**src/issue_pkg.sv**
```systemverilog
package issue_pkg;

    typedef logic [31:0] word_t;       // values, pcs, immediates
    typedef logic [4:0]  reg_addr_t;
    typedef logic [31:0] instr_t;
    typedef logic [3:0]  alu_op_t;     // {alt, funct3}
    typedef logic [2:0]  cmp_op_t;     // funct3
    typedef logic [2:0]  instr_class_t;

    // instruction classes
    localparam instr_class_t CLS_DROP   = 3'd0;
    localparam instr_class_t CLS_ALU    = 3'd1;
    localparam instr_class_t CLS_CMP    = 3'd2;
    localparam instr_class_t CLS_BRANCH = 3'd3;

    // major opcodes
    localparam logic [6:0] OPC_LUI    = 7'b0110111;
    localparam logic [6:0] OPC_AUIPC  = 7'b0010111;
    localparam logic [6:0] OPC_IMM    = 7'b0010011;
    localparam logic [6:0] OPC_REG    = 7'b0110011;
    localparam logic [6:0] OPC_BRANCH = 7'b1100011;

    // funct3 codes that decide routing
    localparam logic [2:0] F3_SLT  = 3'b010;
    localparam logic [2:0] F3_SLTU = 3'b011;
    localparam logic [2:0] F3_SR   = 3'b101;

    localparam alu_op_t ALU_ADD = 4'b0000;
    localparam alu_op_t ALU_SUB = 4'b1000;
    localparam alu_op_t ALU_SRL = 4'b0101;
    localparam alu_op_t ALU_SRA = 4'b1101;

endpackage

```
**src/decode_issue.sv**
```systemverilog
`timescale 1ns/1ps

module decode_issue
    import issue_pkg::*;
#(
    parameter int TAG_W = 4
) (
    input  logic             clk,
    input  logic             arst_n_i,
    input  logic             flush_i,
    // instruction queue
    input  instr_t           iq_instr_i,
    input  word_t            iq_pc_i,
    input  logic             iq_empty_i,
    output logic             iq_read_o,
    // register file
    output reg_addr_t        rs1_addr_o,
    output reg_addr_t        rs2_addr_o,
    input  word_t            rf_v1_i,
    input  logic [TAG_W-1:0] rf_q1_i,
    input  word_t            rf_v2_i,
    input  logic [TAG_W-1:0] rf_q2_i,
    output logic             rename_we_o,
    output reg_addr_t        rename_rd_o,
    output logic [TAG_W-1:0] rename_tag_o,
    // reorder buffer
    input  logic [TAG_W-1:0] rob_free_tag_i,
    input  logic             rob_full_i,
    input  word_t            rob_v1_i,
    input  logic             rob_rdy1_i,
    input  word_t            rob_v2_i,
    input  logic             rob_rdy2_i,
    output logic             rob_write_o,
    output word_t            rob_pc_o,
    output reg_addr_t        rob_rd_o,
    // reservation stations
    input  logic             alu_full_i,
    input  logic             cmp_full_i,
    output logic             alu_valid_o,
    output alu_op_t          alu_op_o,
    output word_t            alu_v1_o,
    output logic [TAG_W-1:0] alu_q1_o,
    output word_t            alu_v2_o,
    output logic [TAG_W-1:0] alu_q2_o,
    output logic [TAG_W-1:0] alu_tag_o,
    output logic             cmp_valid_o,
    output logic             cmp_br_o,
    output cmp_op_t          cmp_op_o,
    output word_t            cmp_v1_o,
    output logic [TAG_W-1:0] cmp_q1_o,
    output word_t            cmp_v2_o,
    output logic [TAG_W-1:0] cmp_q2_o,
    output word_t            cmp_pc_o,
    output word_t            cmp_imm_o,
    output logic [TAG_W-1:0] cmp_tag_o
);

    reg_addr_t        rd;
    logic [2:0]       funct3;
    logic             alt;
    word_t            imm;
    instr_class_t     cls;
    logic             writes_rd;
    logic             src2_is_imm;
    logic             accept;
    word_t            src1_v;
    word_t            src2_v;
    logic [TAG_W-1:0] src1_q;
    logic [TAG_W-1:0] src2_q;

    assign rename_rd_o  = rd;
    assign rename_tag_o = rob_free_tag_i;   // rf takes it one edge later

    instr_fields u_fields (
        .instr_i       (iq_instr_i),
        .rs1_o         (rs1_addr_o),
        .rs2_o         (rs2_addr_o),
        .rd_o          (rd),
        .funct3_o      (funct3),
        .alt_o         (alt),
        .imm_o         (imm),
        .class_o       (cls),
        .writes_rd_o   (writes_rd),
        .src2_is_imm_o (src2_is_imm)
    );

    operand_resolve #(.TAG_W(TAG_W)) u_operands (
        .clk         (clk),
        .arst_n_i    (arst_n_i),
        .flush_i     (flush_i),
        .accept_i    (accept),
        .writes_rd_i (writes_rd),
        .rs1_i       (rs1_addr_o),
        .rs2_i       (rs2_addr_o),
        .rd_i        (rd),
        .free_tag_i  (rob_free_tag_i),
        .rf_q1_i     (rf_q1_i),
        .rf_q2_i     (rf_q2_i),
        .rf_v1_i     (rf_v1_i),
        .rf_v2_i     (rf_v2_i),
        .rob_v1_i    (rob_v1_i),
        .rob_v2_i    (rob_v2_i),
        .rob_rdy1_i  (rob_rdy1_i),
        .rob_rdy2_i  (rob_rdy2_i),
        .src1_v_o    (src1_v),
        .src2_v_o    (src2_v),
        .src1_q_o    (src1_q),
        .src2_q_o    (src2_q)
    );

    dispatch_ctrl #(.TAG_W(TAG_W)) u_ctrl (
        .iq_empty_i  (iq_empty_i),
        .flush_i     (flush_i),
        .rob_full_i  (rob_full_i),
        .free_tag_i  (rob_free_tag_i),
        .alu_full_i  (alu_full_i),
        .cmp_full_i  (cmp_full_i),
        .class_i     (cls),
        .writes_rd_i (writes_rd),
        .rd_i        (rd),
        .accept_o    (accept),
        .iq_read_o   (iq_read_o),
        .rename_we_o (rename_we_o)
    );

    issue_regs #(.TAG_W(TAG_W)) u_regs (
        .clk           (clk),
        .arst_n_i      (arst_n_i),
        .flush_i       (flush_i),
        .accept_i      (accept),
        .class_i       (cls),
        .opcode_i      (iq_instr_i[6:0]),
        .funct3_i      (funct3),
        .alt_i         (alt),
        .src2_is_imm_i (src2_is_imm),
        .imm_i         (imm),
        .pc_i          (iq_pc_i),
        .rd_i          (rd),
        .free_tag_i    (rob_free_tag_i),
        .src1_v_i      (src1_v),
        .src1_q_i      (src1_q),
        .src2_v_i      (src2_v),
        .src2_q_i      (src2_q),
        .alu_valid_o   (alu_valid_o),
        .alu_op_o      (alu_op_o),
        .alu_v1_o      (alu_v1_o),
        .alu_q1_o      (alu_q1_o),
        .alu_v2_o      (alu_v2_o),
        .alu_q2_o      (alu_q2_o),
        .alu_tag_o     (alu_tag_o),
        .cmp_valid_o   (cmp_valid_o),
        .cmp_br_o      (cmp_br_o),
        .cmp_op_o      (cmp_op_o),
        .cmp_v1_o      (cmp_v1_o),
        .cmp_q1_o      (cmp_q1_o),
        .cmp_v2_o      (cmp_v2_o),
        .cmp_q2_o      (cmp_q2_o),
        .cmp_pc_o      (cmp_pc_o),
        .cmp_imm_o     (cmp_imm_o),
        .cmp_tag_o     (cmp_tag_o),
        .rob_write_o   (rob_write_o),
        .rob_pc_o      (rob_pc_o),
        .rob_rd_o      (rob_rd_o)
    );

endmodule

```
**src/dispatch_ctrl.sv**
```systemverilog
`timescale 1ns/1ps

module dispatch_ctrl
    import issue_pkg::*;
#(
    parameter int TAG_W = 4
) (
    input  logic             iq_empty_i,
    input  logic             flush_i,
    input  logic             rob_full_i,
    input  logic [TAG_W-1:0] free_tag_i,
    input  logic             alu_full_i,
    input  logic             cmp_full_i,
    input  instr_class_t     class_i,
    input  logic             writes_rd_i,
    input  reg_addr_t        rd_i,
    output logic             accept_o,
    output logic             iq_read_o,
    output logic             rename_we_o
);

    logic head_ok;
    logic is_drop;
    logic station_full;
    logic discard;
    logic rob_ok;

    // target station of the head
    always_comb begin
        is_drop      = 1'b0;
        station_full = 1'b0;
        case (class_i)
            CLS_ALU: begin
                station_full = alu_full_i;
            end
            CLS_CMP, CLS_BRANCH: begin
                station_full = cmp_full_i;
            end
            default: begin
                is_drop = 1'b1;    // unsupported, never issued
            end
        endcase
    end

    assign head_ok = !iq_empty_i && !flush_i;

    // result would go to x0, so nothing to do
    assign discard = head_ok && (is_drop || (writes_rd_i && rd_i == '0));

    // tag 0 is reserved for "ready"
    assign rob_ok = !rob_full_i && (free_tag_i != '0);

    assign accept_o    = head_ok && !discard && rob_ok && !station_full;
    assign iq_read_o   = accept_o || discard;
    assign rename_we_o = accept_o && writes_rd_i;

endmodule

```
**src/instr_fields.sv**
```systemverilog
`timescale 1ns/1ps

module instr_fields
    import issue_pkg::*;
(
    input  instr_t       instr_i,
    output reg_addr_t    rs1_o,
    output reg_addr_t    rs2_o,
    output reg_addr_t    rd_o,
    output logic [2:0]   funct3_o,
    output logic         alt_o,
    output word_t        imm_o,
    output instr_class_t class_o,
    output logic         writes_rd_o,
    output logic         src2_is_imm_o
);

    logic [6:0] opcode;
    logic [2:0] funct3;
    logic       is_cmp_f3;
    word_t      i_imm;
    word_t      b_imm;
    word_t      u_imm;

    assign opcode    = instr_i[6:0];
    assign funct3    = instr_i[14:12];
    assign rd_o      = instr_i[11:7];
    assign rs1_o     = instr_i[19:15];
    assign rs2_o     = instr_i[24:20];
    assign funct3_o  = funct3;
    assign is_cmp_f3 = (funct3 == F3_SLT) || (funct3 == F3_SLTU);

    assign i_imm = {{20{instr_i[31]}}, instr_i[31:20]};
    assign b_imm = {{19{instr_i[31]}}, instr_i[31], instr_i[7], instr_i[30:25],
                    instr_i[11:8], 1'b0};
    assign u_imm = {instr_i[31:12], 12'h000};

    always_comb begin
        imm_o         = '0;
        class_o       = CLS_DROP;   // loads, stores, jumps, system
        writes_rd_o   = 1'b0;
        src2_is_imm_o = 1'b0;
        alt_o         = 1'b0;
        case (opcode)
            OPC_LUI, OPC_AUIPC: begin
                imm_o         = u_imm;
                class_o       = CLS_ALU;
                writes_rd_o   = 1'b1;
                src2_is_imm_o = 1'b1;
            end
            OPC_IMM: begin
                imm_o         = i_imm;
                class_o       = is_cmp_f3 ? CLS_CMP : CLS_ALU;
                writes_rd_o   = 1'b1;
                src2_is_imm_o = 1'b1;
                alt_o         = instr_i[30] && (funct3 == F3_SR);  // srai only
            end
            OPC_REG: begin
                class_o     = is_cmp_f3 ? CLS_CMP : CLS_ALU;
                writes_rd_o = 1'b1;
                alt_o       = instr_i[30];
            end
            OPC_BRANCH: begin
                imm_o   = b_imm;
                class_o = CLS_BRANCH;
            end
            default: ;
        endcase
    end

endmodule

```
**src/issue_regs.sv**
```systemverilog
`timescale 1ns/1ps

module issue_regs
    import issue_pkg::*;
#(
    parameter int TAG_W = 4
) (
    input  logic             clk,
    input  logic             arst_n_i,
    input  logic             flush_i,
    input  logic             accept_i,
    input  instr_class_t     class_i,
    input  logic [6:0]       opcode_i,
    input  logic [2:0]       funct3_i,
    input  logic             alt_i,
    input  logic             src2_is_imm_i,
    input  word_t            imm_i,
    input  word_t            pc_i,
    input  reg_addr_t        rd_i,
    input  logic [TAG_W-1:0] free_tag_i,
    input  word_t            src1_v_i,
    input  logic [TAG_W-1:0] src1_q_i,
    input  word_t            src2_v_i,
    input  logic [TAG_W-1:0] src2_q_i,
    output logic             alu_valid_o,
    output alu_op_t          alu_op_o,
    output word_t            alu_v1_o,
    output logic [TAG_W-1:0] alu_q1_o,
    output word_t            alu_v2_o,
    output logic [TAG_W-1:0] alu_q2_o,
    output logic [TAG_W-1:0] alu_tag_o,
    output logic             cmp_valid_o,
    output logic             cmp_br_o,
    output cmp_op_t          cmp_op_o,
    output word_t            cmp_v1_o,
    output logic [TAG_W-1:0] cmp_q1_o,
    output word_t            cmp_v2_o,
    output logic [TAG_W-1:0] cmp_q2_o,
    output word_t            cmp_pc_o,
    output word_t            cmp_imm_o,
    output logic [TAG_W-1:0] cmp_tag_o,
    output logic             rob_write_o,
    output word_t            rob_pc_o,
    output reg_addr_t        rob_rd_o
);

    logic             is_upper;
    logic             is_branch;
    logic             alu_sel;
    logic             cmp_sel;
    alu_op_t          reg_op;
    alu_op_t          op_n;
    word_t            v1_n;
    word_t            v2_n;
    logic [TAG_W-1:0] q1_n;
    logic [TAG_W-1:0] q2_n;

    assign is_upper  = (opcode_i == OPC_LUI) || (opcode_i == OPC_AUIPC);
    assign is_branch = (class_i == CLS_BRANCH);
    assign alu_sel   = accept_i && (class_i == CLS_ALU);
    assign cmp_sel   = accept_i && ((class_i == CLS_CMP) || is_branch);

    // alt only meaningful on add/sub and the right shifts
    always_comb begin
        case (funct3_i)
            ALU_ADD[2:0]: reg_op = alt_i ? ALU_SUB : ALU_ADD;
            F3_SR:        reg_op = alt_i ? ALU_SRA : ALU_SRL;
            default:      reg_op = {1'b0, funct3_i};
        endcase
    end

    always_comb begin
        op_n = reg_op;
        v1_n = src1_v_i;
        q1_n = src1_q_i;
        v2_n = src2_v_i;
        q2_n = src2_q_i;
        if (src2_is_imm_i) begin
            v2_n = imm_i;
            q2_n = '0;
        end
        if (is_upper) begin
            op_n = ALU_ADD;
            v1_n = (opcode_i == OPC_AUIPC) ? pc_i : '0;  // lui adds to zero
            q1_n = '0;
        end
    end

    // one-cycle pulses
    always_ff @(posedge clk or negedge arst_n_i) begin
        if (!arst_n_i) begin
            alu_valid_o <= 1'b0;
            cmp_valid_o <= 1'b0;
            rob_write_o <= 1'b0;
        end else begin
            alu_valid_o <= alu_sel && !flush_i;
            cmp_valid_o <= cmp_sel && !flush_i;
            rob_write_o <= accept_i && !flush_i;
        end
    end

    always_ff @(posedge clk) begin
        if (alu_sel) begin
            alu_op_o  <= op_n;
            alu_v1_o  <= v1_n;
            alu_q1_o  <= q1_n;
            alu_v2_o  <= v2_n;
            alu_q2_o  <= q2_n;
            alu_tag_o <= free_tag_i;
        end
        if (cmp_sel) begin
            cmp_br_o  <= is_branch;
            cmp_op_o  <= funct3_i;
            cmp_v1_o  <= v1_n;
            cmp_q1_o  <= q1_n;
            cmp_v2_o  <= v2_n;
            cmp_q2_o  <= q2_n;
            cmp_pc_o  <= is_branch ? pc_i : '0;
            cmp_imm_o <= is_branch ? imm_i : '0;   // target offset
            cmp_tag_o <= free_tag_i;
        end
        if (accept_i) begin
            rob_pc_o <= pc_i;
            rob_rd_o <= is_branch ? '0 : rd_i;
        end
    end

endmodule

```
**src/operand_resolve.sv**
```systemverilog
`timescale 1ns/1ps

module operand_resolve
    import issue_pkg::*;
#(
    parameter int TAG_W = 4
) (
    input  logic             clk,
    input  logic             arst_n_i,
    input  logic             flush_i,
    input  logic             accept_i,
    input  logic             writes_rd_i,
    input  reg_addr_t        rs1_i,
    input  reg_addr_t        rs2_i,
    input  reg_addr_t        rd_i,
    input  logic [TAG_W-1:0] free_tag_i,
    input  logic [TAG_W-1:0] rf_q1_i,
    input  logic [TAG_W-1:0] rf_q2_i,
    input  word_t            rf_v1_i,
    input  word_t            rf_v2_i,
    input  word_t            rob_v1_i,
    input  word_t            rob_v2_i,
    input  logic             rob_rdy1_i,
    input  logic             rob_rdy2_i,
    output word_t            src1_v_o,
    output word_t            src2_v_o,
    output logic [TAG_W-1:0] src1_q_o,
    output logic [TAG_W-1:0] src2_q_o
);

    // destination issued on the previous edge, not yet visible in the rf
    logic             last_vld;
    reg_addr_t        last_rd;
    logic [TAG_W-1:0] last_tag;

    always_ff @(posedge clk or negedge arst_n_i) begin
        if (!arst_n_i) begin
            last_vld <= 1'b0;
            last_rd  <= '0;
            last_tag <= '0;
        end else if (accept_i && writes_rd_i && !flush_i) begin
            last_vld <= 1'b1;
            last_rd  <= rd_i;
            last_tag <= free_tag_i;
        end else begin
            last_vld <= 1'b0;
            last_rd  <= '0;
            last_tag <= '0;
        end
    end

    // returns {q, value}
    function automatic logic [TAG_W+31:0] pick(input reg_addr_t        src,
                                               input logic [TAG_W-1:0] rf_q,
                                               input word_t            rf_v,
                                               input word_t            rob_v,
                                               input logic             rob_rdy);
        logic [TAG_W+31:0] res;
        if (src != '0 && last_vld && src == last_rd) begin
            res = {last_tag, 32'd0};
        end else if (rf_q != '0 && rob_rdy) begin
            res = {{TAG_W{1'b0}}, rob_v};    // producer done, not committed
        end else begin
            res = {rf_q, rf_v};
        end
        return res;
    endfunction

    always_comb begin
        {src1_q_o, src1_v_o} = pick(rs1_i, rf_q1_i, rf_v1_i, rob_v1_i, rob_rdy1_i);
        {src2_q_o, src2_v_o} = pick(rs2_i, rf_q2_i, rf_v2_i, rob_v2_i, rob_rdy2_i);
    end

endmodule
```
**config.mk**
```make
export PLATFORM = sky130hd
export DESIGN_NAME = decode_issue
export DESIGN_NICKNAME = d
export VERILOG_FILES = /design/src/issue_pkg.sv /design/src/decode_issue.sv /design/src/dispatch_ctrl.sv /design/src/instr_fields.sv /design/src/issue_regs.sv /design/src/operand_resolve.sv
export SDC_FILE = /design/constraint.sdc
export NUM_CORES = 1
export LEC_CHECK = 0
export ABC_CLOCK_PERIOD_IN_PS = 1800
export BUFFER_PORTS_ARGS = -buffer_cell sky130_fd_sc_hd__buf_4
export CORE_AREA = 2 2 195 197
export CTS_BUF_LIST = sky130_fd_sc_hd__clkbuf_16
export DETAILED_ROUTE_END_ITERATION = 8
export DIE_AREA = 0 0 197 199
export PLACE_DENSITY_LB_ADDON = 0.12
export SYNTH_ARGS = -nofsm -noshare
export SYNTH_HDL_FRONTEND = slang
export SYNTH_SLANG_ARGS = --single-unit
export TNS_END_PERCENT = 100
```
**constraint.sdc**
```tcl
create_clock -name clk -period 1.8 [get_ports clk]
set_input_delay 0.36 -clock clk [delete_from_list [all_inputs] [get_ports clk]]
set_output_delay 0.36 -clock clk [all_outputs]
set_load 0.005 [all_outputs]
```
After elaboration in Yosys (flattened, before gate mapping)
Index checks and enable logic that the tools add are counted.
{ "op_classes": {"mux": 23, "eq_ne": 13, "n_reduce_logical": 44} }
{ "ops": {"columns": ["op", "count"], "rows": [
  ["$mux 36", 4],
  ["$mux 32", 3],
  ["$pmux 32 s3", 1],
  ["$logic_and 1x1->1", 21],
  ["$mux 4", 5],
  ["$eq 7x5->1 const B", 2],
  ["$eq 7x6->1 const B", 2],
  ["$eq 3x2->1 const B", 4],
  ["$reduce_bool 4->1", 3],
  ["$eq 5x5->1", 2],
  ["$reduce_bool 5->1", 2],
  ["$pmux 3 s3", 1],
  ["$pmux 4 s2", 1],
  ["$eq 7x7->1 const B", 1],
  ["$reduce_or 2->1", 3],
  ["$reduce_or 3->1", 2],
  ["$logic_not 1->1", 5],
  ["$logic_not 5->1", 1],
  ["$logic_or 1x1->1", 5],
  ["$mux 5", 1],
  ["$mux 1", 4],
  ["$pmux 1 s2", 2],
  ["$reduce_or 4->1", 1],
  ["$eq 3x1->1 const B", 1],
  ["other kinds (3)", 3]
]} }
{ "totals": {"output_inout_bits": 285, "reg_bits": 274} }

Logic depth before layout (Yosys ltp)
{ "depth": {"word_depth": 16, "depth_mapped": 7, "ltp_nobuf": 4} }

Cells and area by module
A second synthesis with hierarchy kept.
{ "unflattened": {"cells_unflattened": 845, "area_unflattened_um2": 11977.7} }
{ "by_module_without_submodules": {"columns": ["mod", "cells_each", "area_each_um2", "seq_area_each_um2", "instances"], "rows": [
  ["issue_regs", 470, 9685.5, 7912.6, 1],
  ["operand_resolve", 271, 1556.5, 250.2, 1],
  ["instr_fields", 87, 615.6, 0.0, 1],
  ["dispatch_ctrl", 13, 90.1, 0.0, 1],
  ["decode_issue", 4, 30.0, 0.0, 1]
]} }

Worst setup path after synthesis
Ideal clock, no wire load.
{ "synth_timing": {"path_type": "input to register", "from": "input port iq_instr_i[3]", "to": "register u_regs.cmp_br_o, enable pin", "setup_time_ps": 826, "setup_slack_ps": -9800, "stages": 5, "path_buffers": 1, "t_arrival_ps": 10774, "path_cell_list": "and4bb_1 > and2_1 > buf_4 > o21ai_2 > nor3_1"} }
{ "synth_via": {"elab_chain_len": 13, "word_cells_on_any_way": 27} }
{ "synth_lines": {"columns": ["element", "line_no", "source"], "rows": [
  ["from (decl)", "decode_issue.sv:12", "input instr_t iq_instr_i,"],
  ["$eq 7x6->1 / $eq 7x5->1 (equally long branches)", "instr_fields.sv:44", "case (opcode)"],
  ["$reduce_or 2->1 (no line)", null, null],
  ["$pmux 3 s3 *", "instr_fields.sv:44", null],
  ["$eq 3x2->1 *", "issue_regs.sv:59", "assign is_branch = (class_i == CLS_BRANCH);"],
  ["named net u_regs.is_branch", "issue_regs.sv:48", "logic is_branch;"],
  ["$reduce_or 3->1 (no line)", null, null],
  ["$mux 1", "dispatch_ctrl.sv:32", "case (class_i)"],
  ["$logic_or 1x1->1", "dispatch_ctrl.sv:48", "assign discard = head_ok && (is_drop || (writes_rd_i && rd_i == '0));"],
  ["$logic_and 1x1->1", "dispatch_ctrl.sv:48", null],
  ["$logic_not 1->1", "dispatch_ctrl.sv:53", "assign accept_o = head_ok && !discard && rob_ok && !station_full;"],
  ["$logic_and 1x1->1 (3 in a row)", "dispatch_ctrl.sv:53", null],
  ["$logic_and 1x1->1 *", "issue_regs.sv:61", "assign cmp_sel = accept_i && ((class_i == CLS_CMP) || is_branch);"],
  ["named net u_regs.cmp_sel", "issue_regs.sv:50", "logic cmp_sel;"],
  ["to (signal assigned)", "issue_regs.sv:112", "cmp_br_o <= is_branch;"],
  ["to (decl)", "issue_regs.sv:33", "output logic cmp_br_o,"]
]} }
Mark *: on every way through the listed nets, which the timed path passes. The rest lies on a longest branch.
A chain may end at the register's enable or synchronous reset.

Worst setup path in the final report
{ "layout_timing": {"from": "input port iq_instr_i[11]", "to": "output port iq_read_o"} }
{ "layout_via": {"elab_chain_len": 9} }
{ "layout_lines": {"columns": ["element", "line_no", "source"], "rows": [
  ["$logic_not 5->1 *", "dispatch_ctrl.sv:48", null],
  ["$logic_and 1x1->1 *", "dispatch_ctrl.sv:48", null],
  ["$logic_or 1x1->1 *", "dispatch_ctrl.sv:48", null],
  ["$logic_and 1x1->1 *", "dispatch_ctrl.sv:48", null],
  ["$logic_not 1->1", "dispatch_ctrl.sv:53", null],
  ["$logic_and 1x1->1 (3 in a row)", "dispatch_ctrl.sv:53", null],
  ["$logic_or 1x1->1 *", "dispatch_ctrl.sv:54", "assign iq_read_o = accept_o || discard;"],
  ["to (decl)", "decode_issue.sv:15", "output logic iq_read_o,"]
]} }
Every way passes the cells marked *; elsewhere a longest branch is shown, timed or not.

==> impl_metrics.py <==
metrics = {
    "timing": {
        "final_period_minus_worst_setup_slack_ns": 2.110,
        "timing.final.max_slew_violations": 0,
        "layout_worst_path_cycle_share": 1.172,
        "setup_repair_after_global_routing_missed_its_margin": "true",
        "holdWs_ns": 0.03250,
        "finalHoldViolations": 0,
        "setup_violations": 243,
        "max-slew-margin-rel": 0.6523,
        "tightestPinTransition_ns": 0.5216,
        "worst_clock_skew_ns": 0.008427,
        "setup_slack_ns": -0.3099,
        "max_freq_mhz": 473.9,
    },
    "setup_path": {
        "path_max_fanout": 2,
        "worst_reg2reg_path_length_in_cells": 6,
        "critical_path.max_stage_delay_ns": 0.56,
        "critical_path_depth": 7,
        "worst-endpoint-required_ns": 1.44,
        "critical_path_cell_by_cell": "buf_6, or4_4, o211a_4, o21ai_4, buf_6, o32ai_2, buf_4",
        "critical_path.startpoint_type": "input pin",
        "critical_path.endpoint_type": "primary output",
        "timing.critical_path.arrival_ns": 1.75,
        "kind_of_cell_adding_the_most_delay_to_the_critical_path": "simple AND/OR/NAND/NOR gates",
        "cell_with_the_largest_stage_delay_on_the_worst_path": "sky130_fd_sc_hd__or4_4",
        "setup.worst_path.class": "input pin to primary output",
        "path_common_cell": "sky130_fd_sc_hd__buf_6",
        "bufs_and_invs_on_worst_path": 3,
    },
    "route": {
        "drt_pre_antenna_iters": 4,
        "drt_iter0_markers": 420,
        "wl_per_cell_um": 22.47,
        "remaining_drc_errors": 0,
        "post_drt_via_cell_ratio": 4.685,
        "routed_antenna_nets": 0,
        "dr_total_vias": 8667,
        "finalWirelength_mm": 41.56,
    },
    "layout": {
        "multi_input_gate_area_um2": 3287,
        "number_of_filler_cells_placed_in_the_layout": 3307,
        "antennaDiodeCount": 0,
        "drive_above_1_share": 0.5719,
        "seq_area_um2": 8165,
        "finish.cell_count_without_fillers": 1850,
        "design.final.nets": 1565,
        "area_growth_pct": 70.51,
    },
    "status": {
        "failed_checks": "negative setup slack",
        "result_of_the_run": "complete, but fails checks",
    },
    "power_and_ir_drop": {
        "p_per_area_nw_per_um2": 769.8,
        "maximum_vdd_drop_uv": 635.0,
        "power_leakage_nw": 7.676,
    },
    "floorplanning": {
        "io_pins": 498,
        "floorplan.core_area_um2": 37130,
        "die-height_um": 199,
        "start_util": 0.2993,
        "die_area_um2": 39200,
        "die_width_um": 197,
        "placementRows": 71,
    },
    "synth": {
        "synthesis.instances": 715,
        "yosys.cell_count.top_type": "sky130_fd_sc_hd__edfxtp_1",
        "synth.yosys.warnings": 0,
        "yosys_reg_bits": 274,
        "synth_flop_cell": "sky130_fd_sc_hd__edfxtp_1",
        "synth_top_area_cell": "sky130_fd_sc_hd__edfxtp_1",
        "post_synth_edffs": 261,
        "synthTopCellsByArea": "sky130_fd_sc_hd__edfxtp_1, sky130_fd_sc_hd__mux2i_1, sky130_fd_sc_hd__and3_1",
        "postSynthNetCount": 928,
        "synth_adder_area_share": 0,
        "synth.cells.most_frequent": "sky130_fd_sc_hd__edfxtp_1, sky130_fd_sc_hd__mux2i_1, sky130_fd_sc_hd__and3_1",
        "ys_types": 47,
        "synth_area_per_cell_um2": 15.54,
        "synthArstFlopShare": 0.04745,
        "synth_top_family_by_area": "simple AND/OR/NAND/NOR gates",
        "synthMuxAreaShare": 0.06360,
        "post_synth_xor_area_fraction": 0.006304,
        "post_synth_simple_gate_area": 0.09524,
        "synthDominantCellAreaShare": 0.7052,
        "syn-cell-area_um2": 11110,
        "synth_compound_area_frac": 0.06248,
        "synth_seq_area_share": 0.7344,
    },
    "cts": {
        "cts.htree.levels": 1,
        "clk_pin_slew_worst_paths_ns": 0.06,
        "clockBufferDepth": 3,
        "clock_latency_ns": 0.55,
        "cts_inserted_buffers": 30,
        "clock-sinks": 274,
        "tritoncts": "done",
        "cts_root_buffer": "sky130_fd_sc_hd__clkbuf_16",
    },
    "global_route": {
        "first_global_vias": 8439,
        "gr-total-overflow": 0,
        "grt.total_usage": 0.1932,
        "pin_count_of_the_biggest_net_entering_global_routing": 55,
        "global_route_wire_length_before_repair_mm": 55.66,
        "grt_antenna_before_repair": 0,
    },
    "run": {
        "drv.max_cap_violation_count": 0,
    },
    "worst_hold_path": {
        "min_path_type": "input pin to flip-flop",
        "hold-path-cell-count": 1,
    },
    "place": {
        "place_inst": 1723,
        "globalplace.congestion": 0.8301,
        "port_buffers": 497,
        "hpwl_after_dpl_mm": 30.51,
    },
}
-- power breakdown --
group	internal (W)	total, W	switching (W)
logic	0.000742	0.00132	0.000581
clock network	0.00370	0.00627	0.00256
registers	0.00699	0.00700	0.00000301
-- placed cells by master (no fill, tap or decap), types with 4 or more instances in the layout --
cell type                       count
sky130_fd_sc_hd__o22ai_4            9
sky130_fd_sc_hd__nand2_1           52
sky130_fd_sc_hd__nand3b_1           6
sky130_fd_sc_hd__buf_12            26
sky130_fd_sc_hd__nand4_1            4
sky130_fd_sc_hd__a21oi_1           24
sky130_fd_sc_hd__buf_8              9
sky130_fd_sc_hd__o22ai_1            7
sky130_fd_sc_hd__buf_4            564
sky130_fd_sc_hd__clkbuf_16         46
sky130_fd_sc_hd__nor2_1             6
sky130_fd_sc_hd__and2_1             8
sky130_fd_sc_hd__bufinv_16          4
sky130_fd_sc_hd__dfrtp_1           11
sky130_fd_sc_hd__inv_1             12
sky130_fd_sc_hd__nor3_2             8
sky130_fd_sc_hd__o21ai_2            9
sky130_fd_sc_hd__clkinv_2           7
sky130_fd_sc_hd__and3_1            66
sky130_fd_sc_hd__xnor2_2            5
sky130_fd_sc_hd__edfxtp_1         261
sky130_fd_sc_hd__mux2i_1           64
sky130_fd_sc_hd__buf_6             19
sky130_fd_sc_hd__dlygate4sd3_1     34
sky130_fd_sc_hd__o21ai_4           36
sky130_fd_sc_hd__clkinv_1           7
-- timing repair --
action,in CTS,in global routing
buffers inserted,9,9
setup endpoints to repair,136,259
endpoints found under the hold margin,46,0
pin swaps,9,43
hold buffers,34,0
cloned,0,19
resized for setup,23,160
-- per-layer routing --
metal | global-route usage | vias to the layer above | wire length, µm
li1 | - | 4007 | -
met3 | 0.03866 | 55 | 2656
met2 | 0.3367 | 329 | 20890
met5 | 0 | - | 0
met1 | 0.2467 | 4276 | 17120
met4 | 0.04873 | 0 | 893
-- state kept, by name (all words and copies together), names as in the netlist, 3 cells and up --
register and count:
u_regs.cmp_tag_o 4, u_regs.cmp_q1_o 4, u_regs.rob_pc_o 32, u_regs.alu_tag_o 4, u_regs.cmp_q2_o 4, u_regs.alu_q2_o 4
u_regs.alu_v2_o 32, u_regs.cmp_v1_o 32, u_operands.last_tag 4, u_regs.cmp_v2_o 32, u_regs.alu_v1_o 32, u_regs.cmp_imm_o 32
u_regs.alu_op_o 4, u_regs.rob_rd_o 5, u_regs.cmp_pc_o 32, u_regs.cmp_op_o 3, u_operands.last_rd 5, u_regs.alu_q1_o 4
-- stage by stage --
step / TNS, ns / util / setup WS [ns] / power [W] / instance area [µm²]
6_report: -17.65 / 0.5103 / -0.3099 / 0.01459 / 18950
5_1_grt: -30.84 / 0.5103 / -0.3523 / 0.01506 / 18950
4_1_cts: -0.5964 / 0.4758 / -0.3782 / 0.01455 / 17670
3_5_place_dp: -179.56 / 0.4345 / -0.5375 / 0.008203 / 16130
3_3_place_gp: -174.42 / 0.4345 / -0.5209 / 0.008189 / 16130
2_1_floorplan: -651.43 / - / -3.092 / 0.007512 / 11160
-- worst paths after layout --
| kind | from | to | slack [ns] |
|---|---|---|---|
| min | iq_pc_i[3] | u_regs.rob_pc_o[3] | 0.03 |
| max reg2reg | u_operands.last_rd[4] | u_regs.alu_v2_o[21] | -0.08 |
| min reg2reg | u_operands.last_tag[1] | u_regs.alu_q2_o[1] | 0.71 |
| max | iq_instr_i[11] | iq_read_o | -0.31 |
| max in group asynchronous | arst_n_i | u_operands.last_rd[2] | 1.42 |
| min in group asynchronous | arst_n_i | u_operands.last_rd[4] | 0.19 |
-- logic make-up (layout without fill, tap and decap cells) --
logic type,after synthesis,after routing
DFF,274,274
xor gates and xnor gates,8,8
buffers and inverters,74,735
other,1,1
and+or+nand+nor,181,181
muxes,70,70
AOI/OAI and AO/OA,107,107
-- layout make-up --
type / count / area share
inverters: 11 / 0.002179
repair buffers: 668 / 0.3085
flip-flops and latches: 274 / 0.4309
clock buffers: 31 / 0.04093
clock inverters: 25 / 0.01274
well taps: 474 / 0.03130
multi-input cells: 367 / 0.1734
Power figures use the tool's default switching activity.
